--- config.mk ---
export PLATFORM = sky130hd
export DESIGN_NAME = parityFifo
export DESIGN_NICKNAME = d
export VERILOG_FILES = /design/src/logic/fifoPkg.sv /design/src/logic/fifoOutputStage.sv /design/src/logic/fifoPointers.sv /design/src/logic/parityFifo.sv /design/src/logic/parityRam.sv
export SDC_FILE = /design/constraint.sdc
export NUM_CORES = 1
export LEC_CHECK = 0
export BUFFER_PORTS_ARGS = -buffer_cell sky130_fd_sc_hd__buf_2
export CAP_MARGIN = 20
export CORE_ASPECT_RATIO = 0.9
export CORE_UTILIZATION = 56
export DETAILED_ROUTE_END_ITERATION = 8
export PLACE_DENSITY = 0.75
export SLEW_MARGIN = 20
export SYNTH_ARGS = -nofsm -noshare
export SYNTH_HDL_FRONTEND = slang
export SYNTH_SLANG_ARGS = --single-unit
--- constraint.sdc ---
create_clock -name ChipClock -period 5.9 [get_ports ChipClock]
set_input_delay 0 -clock ChipClock [delete_from_list [all_inputs] [get_ports ChipClock]]
set_output_delay 0 -clock ChipClock [all_outputs]
set_load 0.05 [all_outputs]
--- src/logic/fifoPkg.sv ---
`default_nettype none

package fifoPkg;

  // --------------------------------------------------
  // Sizes.
  // --------------------------------------------------
  localparam int DataWidth = 32;              // Bits in one data word.
  localparam int AdrWidth  = 5;               // Storage address bits.
  localparam int Depth     = 1 << AdrWidth;   // Storage words.

  // Storage address. Pointers wrap at Depth by overflow.
  typedef logic [AdrWidth-1:0] adr_t;

  // --------------------------------------------------
  // Word layouts.
  // --------------------------------------------------

  // Word offered on the input channel.
  typedef struct packed {
    logic [DataWidth-1:0] data;         // Payload.
    logic                 injectFault;  // Store the wrong parity bit.
  } writeReq_t;

  // Word delivered on the output channel.
  typedef struct packed {
    logic [DataWidth-1:0] data;       // Payload as read back.
    logic                 parityErr;  // Stored parity disagreed.
  } readResp_t;

  // One storage cell.
  // Even parity, so parity plus data always holds an even count of ones.
  typedef struct packed {
    logic                 parity;
    logic [DataWidth-1:0] data;
  } ramCell_t;

endpackage

`default_nettype wire

--- src/logic/fifoOutputStage.sv ---
`timescale 1ns/1ps
`default_nettype none

module fifoOutputStage
  (
    input  wire logic               ChipClock,
    input  wire logic               rstN,
    input  wire logic               rdValid,     // Response arrives this cycle.
    input  wire fifoPkg::readResp_t rdWord,
    output logic                    fetchReady,  // Room for one more read.
    output logic                    outValid,
    output fifoPkg::readResp_t      outWord,
    input  wire logic               outReady
  );

  import fifoPkg::*;

  readResp_t  slot [2];   // slot[0] is always the head.
  logic [1:0] used;       // Occupied slots, 0 to 2.
  logic [2:0] pending;    // Slots claimed once this cycle settles.

  logic push;             // Capture a response.
  logic pop;              // Output transfer.

  // --------------------------------------------------
  // Output channel.
  // --------------------------------------------------

  assign outValid = (used != 2'd0);
  assign outWord  = slot[0];        // Head is shown straight from its register.

  assign push = rdValid;
  assign pop  = outValid && outReady;

  // --------------------------------------------------
  // Fetch credit.
  // --------------------------------------------------

  // A response on rdValid is the read in flight.
  // A read issued now lands one cycle later, so count it against the slots.
  assign pending    = {1'b0, used} + {2'b00, rdValid} - {2'b00, pop};
  assign fetchReady = (pending < 3'd2);

  // --------------------------------------------------
  // Slot bookkeeping.
  // --------------------------------------------------

  always_ff @(posedge ChipClock or negedge rstN)
  begin
    if (!rstN)
    begin
      used <= 2'd0;
    end
    else
    begin
      case ({push, pop})
        2'b10:   used <= used + 1'b1;
        2'b01:   used <= used - 1'b1;
        default: used <= used;        // Push and pop cancel.
      endcase
    end
  end

  // Payload moves toward the head on a pop.
  // A new word fills the first free slot.
  always_ff @(posedge ChipClock)
  begin
    if (push && ((used == 2'd0) || ((used == 2'd1) && pop)))
    begin
      slot[0] <= rdWord;              // Straight to the head.
    end
    else if (pop)
    begin
      slot[0] <= slot[1];             // Second entry advances.
    end

    // Credit keeps a push away from two held slots.
    if (push && (used == 2'd1) && !pop)
    begin
      slot[1] <= rdWord;
    end
  end

endmodule

`default_nettype wire

--- src/logic/fifoPointers.sv ---
`timescale 1ns/1ps
`default_nettype none

module fifoPointers
  (
    input  wire logic          ChipClock,
    input  wire logic          rstN,
    input  wire logic          inValid,     // Source offers a word.
    output logic               inReady,     // Room left in storage.
    input  wire logic          fetchReady,  // Output stage can take a read.
    output logic               wrEnable,    // Write strobe to the array.
    output fifoPkg::adr_t      wrAddr,
    output logic               rdEnable,    // Read strobe to the array.
    output fifoPkg::adr_t      rdAddr
  );

  import fifoPkg::*;

  adr_t              wrPtr;   // Next slot to fill.
  adr_t              rdPtr;   // Oldest stored slot.
  logic [AdrWidth:0] count;   // Words held in storage, 0 to Depth.

  logic accept;               // Input transfer this cycle.
  logic fetch;                // Storage read this cycle.

  // --------------------------------------------------
  // Handshake and strobes.
  // --------------------------------------------------

  assign inReady = (count < Depth);   // Full at Depth words.
  assign accept  = inValid && inReady;

  // Fetch whenever something is stored and the stage has room.
  assign fetch   = (count != '0) && fetchReady;

  assign wrEnable = accept;   // Every accepted word is written.
  assign wrAddr   = wrPtr;
  assign rdEnable = fetch;
  assign rdAddr   = rdPtr;

  // --------------------------------------------------
  // Pointers.
  // --------------------------------------------------

  // Both wrap naturally since Depth is a power of two.
  always_ff @(posedge ChipClock or negedge rstN)
  begin
    if (!rstN)
    begin
      wrPtr <= '0;
      rdPtr <= '0;
    end
    else
    begin
      if (accept)
      begin
        wrPtr <= wrPtr + 1'b1;
      end
      if (fetch)
      begin
        rdPtr <= rdPtr + 1'b1;
      end
    end
  end

  // --------------------------------------------------
  // Occupancy.
  // --------------------------------------------------

  // Accept and fetch together leave the count as it was.
  always_ff @(posedge ChipClock or negedge rstN)
  begin
    if (!rstN)
    begin
      count <= '0;
    end
    else
    begin
      case ({accept, fetch})
        2'b10:   count <= count + 1'b1;   // Word in only.
        2'b01:   count <= count - 1'b1;   // Word out only.
        default: count <= count;          // Neither, or both.
      endcase
    end
  end

endmodule

`default_nettype wire

--- src/logic/parityFifo.sv ---
`timescale 1ns/1ps
`default_nettype none

module parityFifo
  (
    input  wire logic               ChipClock,
    input  wire logic               rstN,
    // Input channel.
    input  wire logic               inValid,
    output logic                    inReady,
    input  wire fifoPkg::writeReq_t inWord,
    // Output channel.
    output logic                    outValid,
    input  wire logic               outReady,
    output fifoPkg::readResp_t      outWord
  );

  import fifoPkg::*;

  logic      wrEnable;    // Array write strobe.
  adr_t      wrAddr;
  logic      rdEnable;    // Array read strobe.
  adr_t      rdAddr;
  logic      rdValid;     // Read data strobe, one cycle after rdEnable.
  readResp_t rdWord;
  logic      fetchReady;  // Output stage credit.

  // --------------------------------------------------
  // Pointers and occupancy.
  // --------------------------------------------------
  fifoPointers pointers (
    .ChipClock  (ChipClock),
    .rstN       (rstN),
    .inValid    (inValid),
    .inReady    (inReady),
    .fetchReady (fetchReady),
    .wrEnable   (wrEnable),
    .wrAddr     (wrAddr),
    .rdEnable   (rdEnable),
    .rdAddr     (rdAddr)
  );

  // --------------------------------------------------
  // Parity storage.
  // --------------------------------------------------
  parityRam ram (
    .ChipClock (ChipClock),
    .rstN      (rstN),
    .wrEnable  (wrEnable),
    .wrAddr    (wrAddr),
    .wrWord    (inWord),      // Input word goes straight in.
    .rdEnable  (rdEnable),
    .rdAddr    (rdAddr),
    .rdValid   (rdValid),
    .rdWord    (rdWord)
  );

  // --------------------------------------------------
  // Output buffering.
  // --------------------------------------------------
  fifoOutputStage outStage (
    .ChipClock  (ChipClock),
    .rstN       (rstN),
    .rdValid    (rdValid),
    .rdWord     (rdWord),
    .fetchReady (fetchReady),
    .outValid   (outValid),
    .outWord    (outWord),
    .outReady   (outReady)
  );

endmodule

`default_nettype wire

--- src/logic/parityRam.sv ---
`timescale 1ns/1ps
`default_nettype none

module parityRam
  (
    input  wire logic               ChipClock,
    input  wire logic               rstN,
    input  wire logic               wrEnable,  // Store wrWord at wrAddr.
    input  wire fifoPkg::adr_t      wrAddr,
    input  wire fifoPkg::writeReq_t wrWord,
    input  wire logic               rdEnable,  // Fetch the word at rdAddr.
    input  wire fifoPkg::adr_t      rdAddr,
    output logic                    rdValid,   // rdWord is fresh this cycle.
    output fifoPkg::readResp_t      rdWord
  );

  import fifoPkg::*;

  ramCell_t mem [Depth];  // The storage array.

  ramCell_t writeCell;    // Cell image built from the incoming word.
  ramCell_t readCell;     // Cell currently addressed by rdAddr.
  logic     parityCalc;   // Parity recomputed over the read data.

  // --------------------------------------------------
  // Write port.
  // --------------------------------------------------

  // Even parity over the data.
  // A fault request flips it so the read check trips.
  always_comb
  begin
    writeCell.data   = wrWord.data;
    writeCell.parity = (^wrWord.data) ^ wrWord.injectFault;
  end

  // Word lands in the array on the write edge.
  always_ff @(posedge ChipClock)
  begin
    if (wrEnable)
    begin
      mem[wrAddr] <= writeCell;
    end
  end

  // --------------------------------------------------
  // Read port.
  // --------------------------------------------------

  // The FIFO never reads the slot it is writing, so no bypass is needed.
  assign readCell   = mem[rdAddr];
  assign parityCalc = ^readCell.data;

  // Strobe follows rdEnable by one cycle.
  always_ff @(posedge ChipClock or negedge rstN)
  begin
    if (!rstN)
    begin
      rdValid <= 1'b0;
    end
    else
    begin
      rdValid <= rdEnable;
    end
  end

  // Data and check result are registered together.
  // They hold between reads.
  always_ff @(posedge ChipClock)
  begin
    if (rdEnable)
    begin
      rdWord.data      <= readCell.data;
      rdWord.parityErr <= readCell.parity ^ parityCalc;  // Mismatch means a bad cell.
    end
  end

endmodule

`default_nettype wire

### Word level (Yosys, flattened, before mapping)

Memory sizes are Yosys's and may differ from the RTL's.
Index checks and enable logic that the tools add are counted.
Widths: inputs -> output; s select.

* reduce and logical (&&, ||, !) cells: 17
* order comparisons: 2
* multiplexer cells: 15
* add/sub/neg operators: 8
* bitwise operators: 3
* equality and inequality tests: 5

Operator list (number)
* $mux 33: 2
* $reduce_xor 32->1: 2
* $reduce_or 33->1: 1
* $pmux 6 s2: 1
* $mux 1: 11
* $add 5x1->5 const B: 2
* $logic_and 1x1->1: 7
* $add 6x1->6 const B: 1
* $eq 2x1->1 const B: 3
* $lt 6x6->1 const B: 1
* $reduce_bool 2->1: 3
* $reduce_bool 6->1: 1
* $sub 6x1->6 const B: 1
* $eq 2x2->1 const B: 2
* $pmux 2 s2: 1
* $add 2x1->3: 1
* $lt 3x2->1 const B: 1
* $sub 3x1->3: 1
* $add 2x1->2 const B: 1
* $logic_not 2->1: 1
* $sub 2x1->2 const B: 1
* $xor 1x1->1: 2
* $logic_not 1->1: 1
* $logic_or 1x1->1: 1
* $or 1x1->1: 1

* output and inout bits: 35
* logic and storage cells: 59
* memories: 2
* input bits: 37
* flip-flop bits (word level): 52
* memory bits (writable): 1122

Memory list
* ram.mem: depth 32, bits a word 33, rd ports 1, clocked after memory_dff 0, wr ports 1, RTL line parityRam.sv:19 `ramCell_t mem [Depth];`
* outStage.slot: depth 2, bits a word 33, rd ports 2, clocked after memory_dff 0, wr ports 1, RTL line fifoOutputStage.sv:18 `readResp_t slot [2];`

### Logic depth before layout (Yosys ltp)

Gate-level depths: netlist (run 1).

* word-level depth: 9
* depth in mapped cells: 19
* depth with buffers taken out: 18

### By module

A second synthesis (run 1) with hierarchy kept.

* cell total of the unflattened synthesis: 2079
* area, all modules: 46234.3 um^2

Modules (own cells, without submodules)
* parityRam: cells an instance 1844, instances 1, area each 42338.1 um^2
* fifoOutputStage: cells an instance 160, instances 1, area each 3019.1 um^2
* fifoPointers: cells an instance 75, instances 1, area each 877.1 um^2

### Least setup slack after synthesis (run 1)

OpenSTA, ideal clock, no wires.

* kind: flip-flop to flip-flop
* from: reg outStage.used[1]
* to: reg pointers.count[5]
* path slack: 252 ps
* data arrival time: 5508 ps
* setup time: 140 ps
* required time: 5760 ps
* clock period less this slack: 5648 ps
* cell stages (with the launch flop): 20
* path buffers: 1
* cell sequence: dfrtp_1 > inv_1 > ha_1 > nor2b_1 > clkbuf_1 > and2_1 > o21ai_0 > fa_1 > xnor2_1 > nand2_1 > a31oi_1 > ha_1 > ha_1 > a21o_1 > a21oi_1 > o21bai_1 > a21oi_1 > xnor2_1 > nor2_1 > xnor2_1

* word-level cells in the longest chain between the ends: 7

RTL lines
* start: declaration: RTL line fifoOutputStage.sv:19 `logic [1:0] used;`
* start signal: assignment: RTL line fifoOutputStage.sv:57 `2'b10: used <= used + 1'b1;`
* start signal: assignment: RTL line fifoOutputStage.sv:58 `2'b01: used <= used - 1'b1;`
* start signal: assignment: RTL line fifoOutputStage.sv:59 `default: used <= used;`
* parallel branches: the longest is 2 deep, another holds $add 2x1->3
* $sub 3x1->3 (*): RTL line fifoOutputStage.sv:41 `assign pending = {1'b0, used} + {2'b00, rdValid} - {2'b00, pop};`
* $lt 3x2->1 (*): RTL line fifoOutputStage.sv:42 `assign fetchReady = (pending < 3'd2);`
* $logic_and 1x1->1 (*): RTL line fifoPointers.sv:34 `assign fetch = (count != '0) && fetchReady;`
* named net pointers.rdEnable: RTL line fifoPointers.sv:13 `output logic rdEnable,`
* $eq 2x1->1 or $eq 2x2->1 (tied branches): RTL line fifoPointers.sv:79 `case ({accept, fetch})`
* $pmux 6 s2 or $reduce_bool 2->1 (tied branches)
* end signal: assignment: RTL line fifoPointers.sv:80 `2'b10: count <= count + 1'b1;`
* end signal: assignment: RTL line fifoPointers.sv:81 `2'b01: count <= count - 1'b1;`
* end signal: assignment: RTL line fifoPointers.sv:82 `default: count <= count;`
* end: declaration: RTL line fifoPointers.sv:21 `logic [AdrWidth:0] count;`

Mark *: on every way through the listed nets, which the timed path passes.
A chain may end at the register's enable or synchronous reset.

==> results of run 1 <==
==> layout by cell type (no fill, tap or decap), types with 4 or more instances in the layout <==
cell type      Yosys  layout
a22oi_1           30      30
xnor3_1            4       4
a21oi_1           59      59
xnor2_1           56      55
clkinv_1           1      28
edfxtp_1        1155    1155
dlygate4sd3_1      0      35
clkinv_2           0      17
dfrtp_1           19      15
nor2b_1            4       4
xor2_1            16      16
nand2_1           35      34
nor3_1             9       9
mux4_1             6       6
ha_1              13      13
buf_4             41      62
buf_2             18      71
bufinv_16          0       6
o22ai_1           29      29
clkbuf_16          0     113
buf_12             1       8
o21bai_1          13      13
inv_1             14      13
o21ai_0           14      14
o221ai_1          84      84
mux2i_1          152     152
nor2_4             0      33
a21o_1            13      13
nor2_1            46      13
mux2_2            34      34
or2_2             14      14
mux4_2           187     187
clkbuf_1          41      28
==> final cells by class <==
class	instances	area (um^2)	share of cell area (%)
Multi-Input combinational cell	856	9950	19.4
Clock buffer	141	2930	5.72
Inverter	15	56.3	0.110
Clock inverter	56	429	0.837
Timing Repair Buffer	178	1390	2.70
Antenna cell	1	2.50	0.00488
Sequential cell	1174	35200	68.6
Tap cell	1060	1330	2.59
==> repair_timing <==
| item | in CTS | in global routing |
|---|---|---|
| hold buffers | 36 | 0 |
| hold endpoints to repair | 1046 | 0 |
| gates resized for setup | 0 | 0 |
==> state kept, by name (all words and copies together) (netlist names) <==
name             count
pointers.count       6
outStage.slot       66
pointers.rdAddr      5
pointers.wrAddr      5
ram.rdValid          1
outStage.used        2
ram.mem           1056
ram.rdWord          33
==> routing by layer <==
metal | routed length [um] | vias to the layer above | global-route usage, %
met2 | 50900 | 1353 | 41.2
met1 | 42400 | 12000 | 36.8
met4 | 3640 | 0 | 9.64
met3 | 11100 | 225 | 5.51
met5 | 0 | - | 0
li1 | - | 9337 | -
==> power by group through the flow <==
stage | Combinational [mW] | Sequential, mW | Clock (mW)
final | 9.34 | 10.6 | 6.71
after global routing | 9.77 | 10.7 | 7.06
after CTS | 9.27 | 10.6 | 6.76
after global placement | 8.98 | 10.8 | 0
after detailed placement | 9.18 | 10.8 | 0
after floorplan | 6.97 | 10.6 | 0
==> cells by family after synthesis <==
logic type	count (synthesis)	synth area share, %
fa+ha+maj	15	0.441
simple gates	123	1.22
buf+inv	162	2.44
mux	379	13.7
compound gates	263	4.14
xor+xnor	76	1.57
flops	1174	76.5
==> metrics by stage <==
stage | area, um^2 | util [%]
after detailed placement | 47500 | 58.5
after global routing | 51300 | 63.2
after CTS | 51200 | 63.1
after global placement | 47400 | 58.4
final | 51300 | 63.2
after floorplan | 45900 | -
==> path summary, 6_finish.rpt <==
path	from	to	slack (ns)	depth (start not counted)
max in group asynchronous	rstN	pointers.rdAddr[4]$_DFFE_PN0P_	5.35	4
worst max-delay path	pointers.rdAddr[0]$_DFFE_PN0P_	ram.rdWord[0]$_DFFE_PP_	1.30	10
min in group asynchronous	rstN	pointers.rdAddr[0]$_DFFE_PN0P_	0.37	4
worst min register to register	ram.rdWord[8]$_DFFE_PP_	outStage.slot[0][41]$_DFFE_PP_	0.45	0
worst min-delay path	outReady	outStage.used[0]$_DFFE_PN0P_	0.09	4
worst max register to register	pointers.rdAddr[0]$_DFFE_PN0P_	ram.rdWord[0]$_DFFE_PP_	1.30	10
==> critical path, cell delays in order, from the launching register on <==
cell and delay (ns):
dfrtp_4 0.73, buf_12 0.48, buf_4 0.52, mux4_2 0.58, o22ai_1 0.16, nor3_1 0.10, a31o_2 0.28, xor2_1 0.17
xor2_1 0.50, xnor3_1 0.43, xnor3_1 0.20
==> metrics.md, run 1 <==
| Metric | Value |
|---|---|
| Total GRT Usage | 26.2% |
| Cells after Synth | 2192 |
| Die height | 274 um |
| Later-pin clock latency in the skew report | 0.68 ns |
| Clk sink count | 1174 |
| Library cells used by synthesis | 53 |
| Global-route wire length before repair | 156 mm |
| Pin count of the biggest net entering global routing | between 100 and 150 |
| CTS max path bufs | 3 |
| Hold Crit Class | in2reg |
| CP endpoint kind | flop |
| Vias in the first global route | 23200 |
| Synth top area share | 75.5% |
| Cell taking the most area after synthesis | edfxtp_1 |
| Post-CTS setup buffer count | 0 |
| Critical Path AT | 5.01 ns |
| CP max FO | 73 |
| FF+latch count, synth | 1174 |
| Avg WL per Cell | 31.0 um |
| Seq pwr share | 39.8% |
| VDD IR max | 0.791 mV |
| Total CTS buffers | 109 |
| Synth area leaders | edfxtp_1 (76%), mux4_2 (9.2%), mux2i_1 (3.3%), o221ai_1 (1.6%), xnor2_1 (1.1%) |
| Hold slack | 0.0911 ns |
| Die area | 83200 um^2 |
| Ys flop type | edfxtp_1 |
| Tcrit/Tclk final | 78.0% |
| Dpl cells | 3246 |
| Initial Util | a little under three fifths |
| Register area share after synthesis | 76.5% |
| WS Path Type | reg2reg |
| Final ANT Viol Nets | 0 |
| Ys Warns | 0 |
| Setup TNS | 0 ns |
| Startpoint Class | flop |
| Via Count | 22900 |
| PwrDens | 520 nW/um^2 |
| RSZ-0062 raised after global routing | no |
| DR pass1 iterations | 5 |
| Crit path required time | 6.31 ns |
| Worst-margin pin slew | 1.17 ns |
| CTS tree | yes |
| Count of final setup violators | 0 |
| Vias/cell | 6.58 |
| Final Hold Fails | 0 |
| Post-DP HPWL | about 60 mm |
| Port Buffers | 71 |
| Routed WL | 108 mm |
| Share of layout cells above drive strength 1 | 23.6% |
| Num ports | a little over 70 |
| Layout Cells excl Fill | roughly 3500 |
| Commonest cells in the netlist | edfxtp_1 (1155), mux4_2 (187), mux2i_1 (152) |
| Final WS setup | 1.30 ns |
| FP Rows | 99 |
| Final-stage net count | between 2000 and 2500 |
| CTS root buf | clkbuf_16 |
| Die Span X | 304 um |
| Clock share of power | 25.2% |
| Power Total | 26.7 mW |
| Congestion Overflow GR | 0 |
| Clk pin slew, worst setup/hold paths | 0.06 ns |
| Initial antenna violation count | 2 |
| Max Slew Vio Count | 0 |
| Tmin final | 4.60 ns |
| Clock Skews | 0.0131 ns |
| EDFF count, synth | ~1200 |
| Post-Place Worst Slack | roughly 1.4 ns |
| Status | finished clean |
| Syn Nets | 2244 |
| Net Switching | 8.83 mW |
| RD Place Congestion | 0.824 |
| Starting DRT DRC Count | 3068 |
| # H-tree levels | 3 |
| FILL cells | 5231 |
| Max Cap Viol | 0 |
| Area of the mapped netlist | about 46000 um^2 |
| Fraction of registers with async set/reset | 1.62% |
| Drt drc | 0 |
| Slew headroom | 22.0% |
| Count leader, synth | edfxtp_1 |
| Synthesis-to-finish area growth | 11.6% |
| Internal power | 17.8 mW |
| Max Fclk | 217 MHz |
| Sw Ratio | 33.1% |
| Combinational fraction of design power | between 30% and 40% |
| Synthesized area per cell | roughly 21 um^2 |
| Pleak | 16.6 nW |
| Core area | between 80000 and 90000 um^2 |
Power figures use the tool's default switching activity.
==> inputs of run 2 (changes only) <==
==> constraint.sdc (replaced) <==
create_clock -name ChipClock -period 4 [get_ports ChipClock]
set_input_delay 0 -clock ChipClock [delete_from_list [all_inputs] [get_ports ChipClock]]
set_output_delay 0 -clock ChipClock [all_outputs]
set_load 0.05 [all_outputs]
==> run 2 against run 1 <==
Effect of this change:
- first-iteration DRC count increased by 5.7%
- register-to-register slack lost 1.1 ns
- sequential power rose by 47%
- die area unchanged
- global-route usage is 0.14 points higher
- clock skew grew 0.017 ns
- clock power rose by 59%
- via count grew 1.2%
- highest routed layer unchanged
==> metrics.md, run 2 (same netlist as run 1, synthesis figures left out) <==
| Metric | Value |
|---|---|
| Clock Skews | 0.0304 ns (+0.0173 ns) |
| Total CTS buffers | 112 (+2.8%) |
| Final Hold Fails | 0 (unchanged) |
| Seq pwr share | 37.6% (-2.2 points) |
| Critical Path AT | 4.25 ns (-0.76 ns) |
| CTS tree | yes |
| Num ports | 72 (unchanged) |
| CP max FO | 27 (-63%) |
| Die height | 274 um (unchanged) |
| Placed cell area | 48200 um^2 (+1.5%) |
| Status | finished clean |
| Max Cap Viol | 0 (unchanged) |
| Initial Util | 56.6% (unchanged) |
| Max Fclk | 262 MHz (+21%) |
| Count of final setup violators | 0 (unchanged) |
| WS Path Type | reg2reg |
| Post-Place Worst Slack | 0.0184 ns (-1.42 ns) |
| RD Place Congestion | 0.809 (-1.8%) |
| Tmin final | 3.81 ns (-0.789 ns) |
| Final ANT Viol Nets | 0 (unchanged) |
| Total GRT Usage | 26.4% (+0.14 points) |
| PwrDens | 789 nW/um^2 (+52%) |
| Later-pin clock latency in the skew report | 0.70 ns (+0.02 ns) |
| Avg WL per Cell | 30.6 um (-1.3%) |
| Tcrit/Tclk final | 95.2% (+17 points) |
| Drt drc | 0 (unchanged) |
| Combinational fraction of design power | 36.6% (+1.6 points) |
| Congestion Overflow GR | 0 (unchanged) |
| Net Switching | 13.4 mW (+52%) |
| DR pass1 iterations | 5 (unchanged) |
| Internal power | 27.9 mW (+57%) |
| Startpoint Class | flop |
| CTS root buf | clkbuf_16 |
| Post-DP HPWL | 59.2 mm (-0.74%) |
| CTS max path bufs | 3 (unchanged) |
| VDD IR max | 0.852 mV (+7.6%) |
| Fin util | 64.7% (+1.5 points) |
| Biggest regs | ram.mem (1056), outStage.slot (66), ram.rdWord (33) |
| Clock share of power | 25.8% (+0.6 points) |
| Most common cell after layout, fill and taps aside | edfxtp_1 |
| Vias in the first global route | 23500 (+1.2%) |
| Die area | 83200 um^2 (unchanged) |
| FP Rows | 99 (unchanged) |
| Worst-margin pin slew | 0.967 ns (-0.200 ns) |
| Via Count | 23200 (+1.2%) |
| Core area | 81100 um^2 (unchanged) |
| Largest register FFs | 1056 (unchanged) |
| Die Span X | 304 um (unchanged) |
| Most frequent cells in the layout | edfxtp_1 (1155), mux4_2 (187), mux2i_1 (152), clkbuf_16 (118), buf_4 (90) |
| Hold Crit Class | in2reg |
| Max Slew Vio Count | 0 (unchanged) |
| Power Total | 41.4 mW (+55%) |
| Pleak | 17.2 nW (+3.5%) |
| Global-route wire length before repair | 157 mm (+0.53%) |
| Post-CTS setup buffer count | 0 (unchanged) |
| Share of layout cells above drive strength 1 | 26.5% (+2.9 points) |
| CP endpoint kind | flop |
| Clk pin slew, worst setup/hold paths | 0.06 ns (about the same) |
| Synthesis-to-finish area growth | 14.2% |
| Final WS setup | 0.190 ns (-1.11 ns) |
| Pin count of the biggest net entering global routing | 65 (-48%) |
| Slew headroom | 35.4% (+13 points) |
| Setup TNS | 0 ns (unchanged) |
| Clk sink count | 1174 (unchanged) |
| Sw Ratio | 32.5% (-0.66 points) |
| Starting DRT DRC Count | 3243 (+5.7%) |
| Final-stage net count | 2448 (+2.6%) |
| Port Buffers | 71 (unchanged) |
| Fin area | 52500 um^2 (+2.4%) |
| # H-tree levels | 3 (unchanged) |
| Routed WL | 109 mm (+0.81%) |
| Initial antenna violation count | 1 (-1) |
| RSZ-0062 raised after global routing | no |
| Vias/cell | 6.52 (-0.92%) |
| Biggest register | ram.mem |
| Crit path required time | 4.44 ns (-1.87 ns) |
run 2: power by group through the flow:
stage | combinational (mW) | sequential, mW | clock [mW]
2_1_floorplan | 10.3 | 15.5 | 0
3_3_place_gp | 14.4 | 15.8 | 0
3_5_place_dp | 14.6 | 15.8 | 0
4_1_cts | 14.8 | 15.6 | 10.8
5_1_grt | 15.9 | 15.6 | 11.2
6_report | 15.1 | 15.6 | 10.7
run 2: routing by layer:
| layer | up-vias | GRT usage [%] | wire (um) |
|---|---|---|---|
| li1 | 9488 | - | - |
| met1 | 12000 | 37.0 | 42000 |
| met2 | 1486 | 40.4 | 50700 |
| met3 | 213 | 6.52 | 12500 |
| met4 | 0 | 10.1 | 3810 |
| met5 | - | 0 | 0 |
run 2: critical path: stages (launching register included):
cell	delay, ns
dfrtp_4	0.54
nand2_4	0.41
buf_4	0.46
buf_4	0.27
o221ai_1	0.16
o22ai_1	0.20
nor3_1	0.08
a21o_1	0.22
xor2_1	0.38
xor2_1	0.34
xnor3_1	0.28
xnor3_1	0.18
run 2: cell type report:
| class | instances | area (um^2) |
|---|---|---|
| fillers | 5017 | 28700 |
| flip-flops and latches | 1174 | 35200 |
| well taps | 1060 | 1330 |
| multi-input cells | 856 | 9990 |
| inverters | 15 | 56.3 |
| clock buffers | 135 | 2950 |
| diodes | 2 | 5.00 |
| repair buffers | 237 | 2210 |
| clock inverters | 77 | 777 |
run 2: final timing paths:
| kind | from | end | slack (ns) | cells past startpoint |
|---|---|---|---|---|
| worst max register to register | pointers.rdAddr[1]$_DFFE_PN0P_ | ram.rdWord[0]$_DFFE_PP_ | 0.19 | 11 |
| worst min register to register | ram.rdWord[11]$_DFFE_PP_ | outStage.slot[0][44]$_DFFE_PP_ | 0.45 | 0 |
| min in group asynchronous | rstN | pointers.count[3]$_DFFE_PN0P_ | 0.36 | 4 |
| worst max-delay path | pointers.rdAddr[1]$_DFFE_PN0P_ | ram.rdWord[0]$_DFFE_PP_ | 0.19 | 11 |
| worst min-delay path | inWord[30] | ram.mem[26][29]$_DFFE_PP_ | 0.22 | 2 |
| max in group asynchronous | rstN | pointers.rdAddr[1]$_DFFE_PN0P_ | 3.44 | 4 |
run 2: metrics by stage:
step,hold slack (ns),instances
CTS,0.154,3551
floorplan,-0.296,2192
detailed placement,0.112,3302
finish,0.217,3556
global route,0.190,3554
global placement,0.0914,3302
run 2: repair_timing:
item                       in CTS  in global routing
hold endpoints to repair     1047                  0
gates resized for setup         1                 11
pin swaps                       0                  1
gates cloned                    0                  3
setup endpoints to repair       1                  1
hold buffers                   37                  0
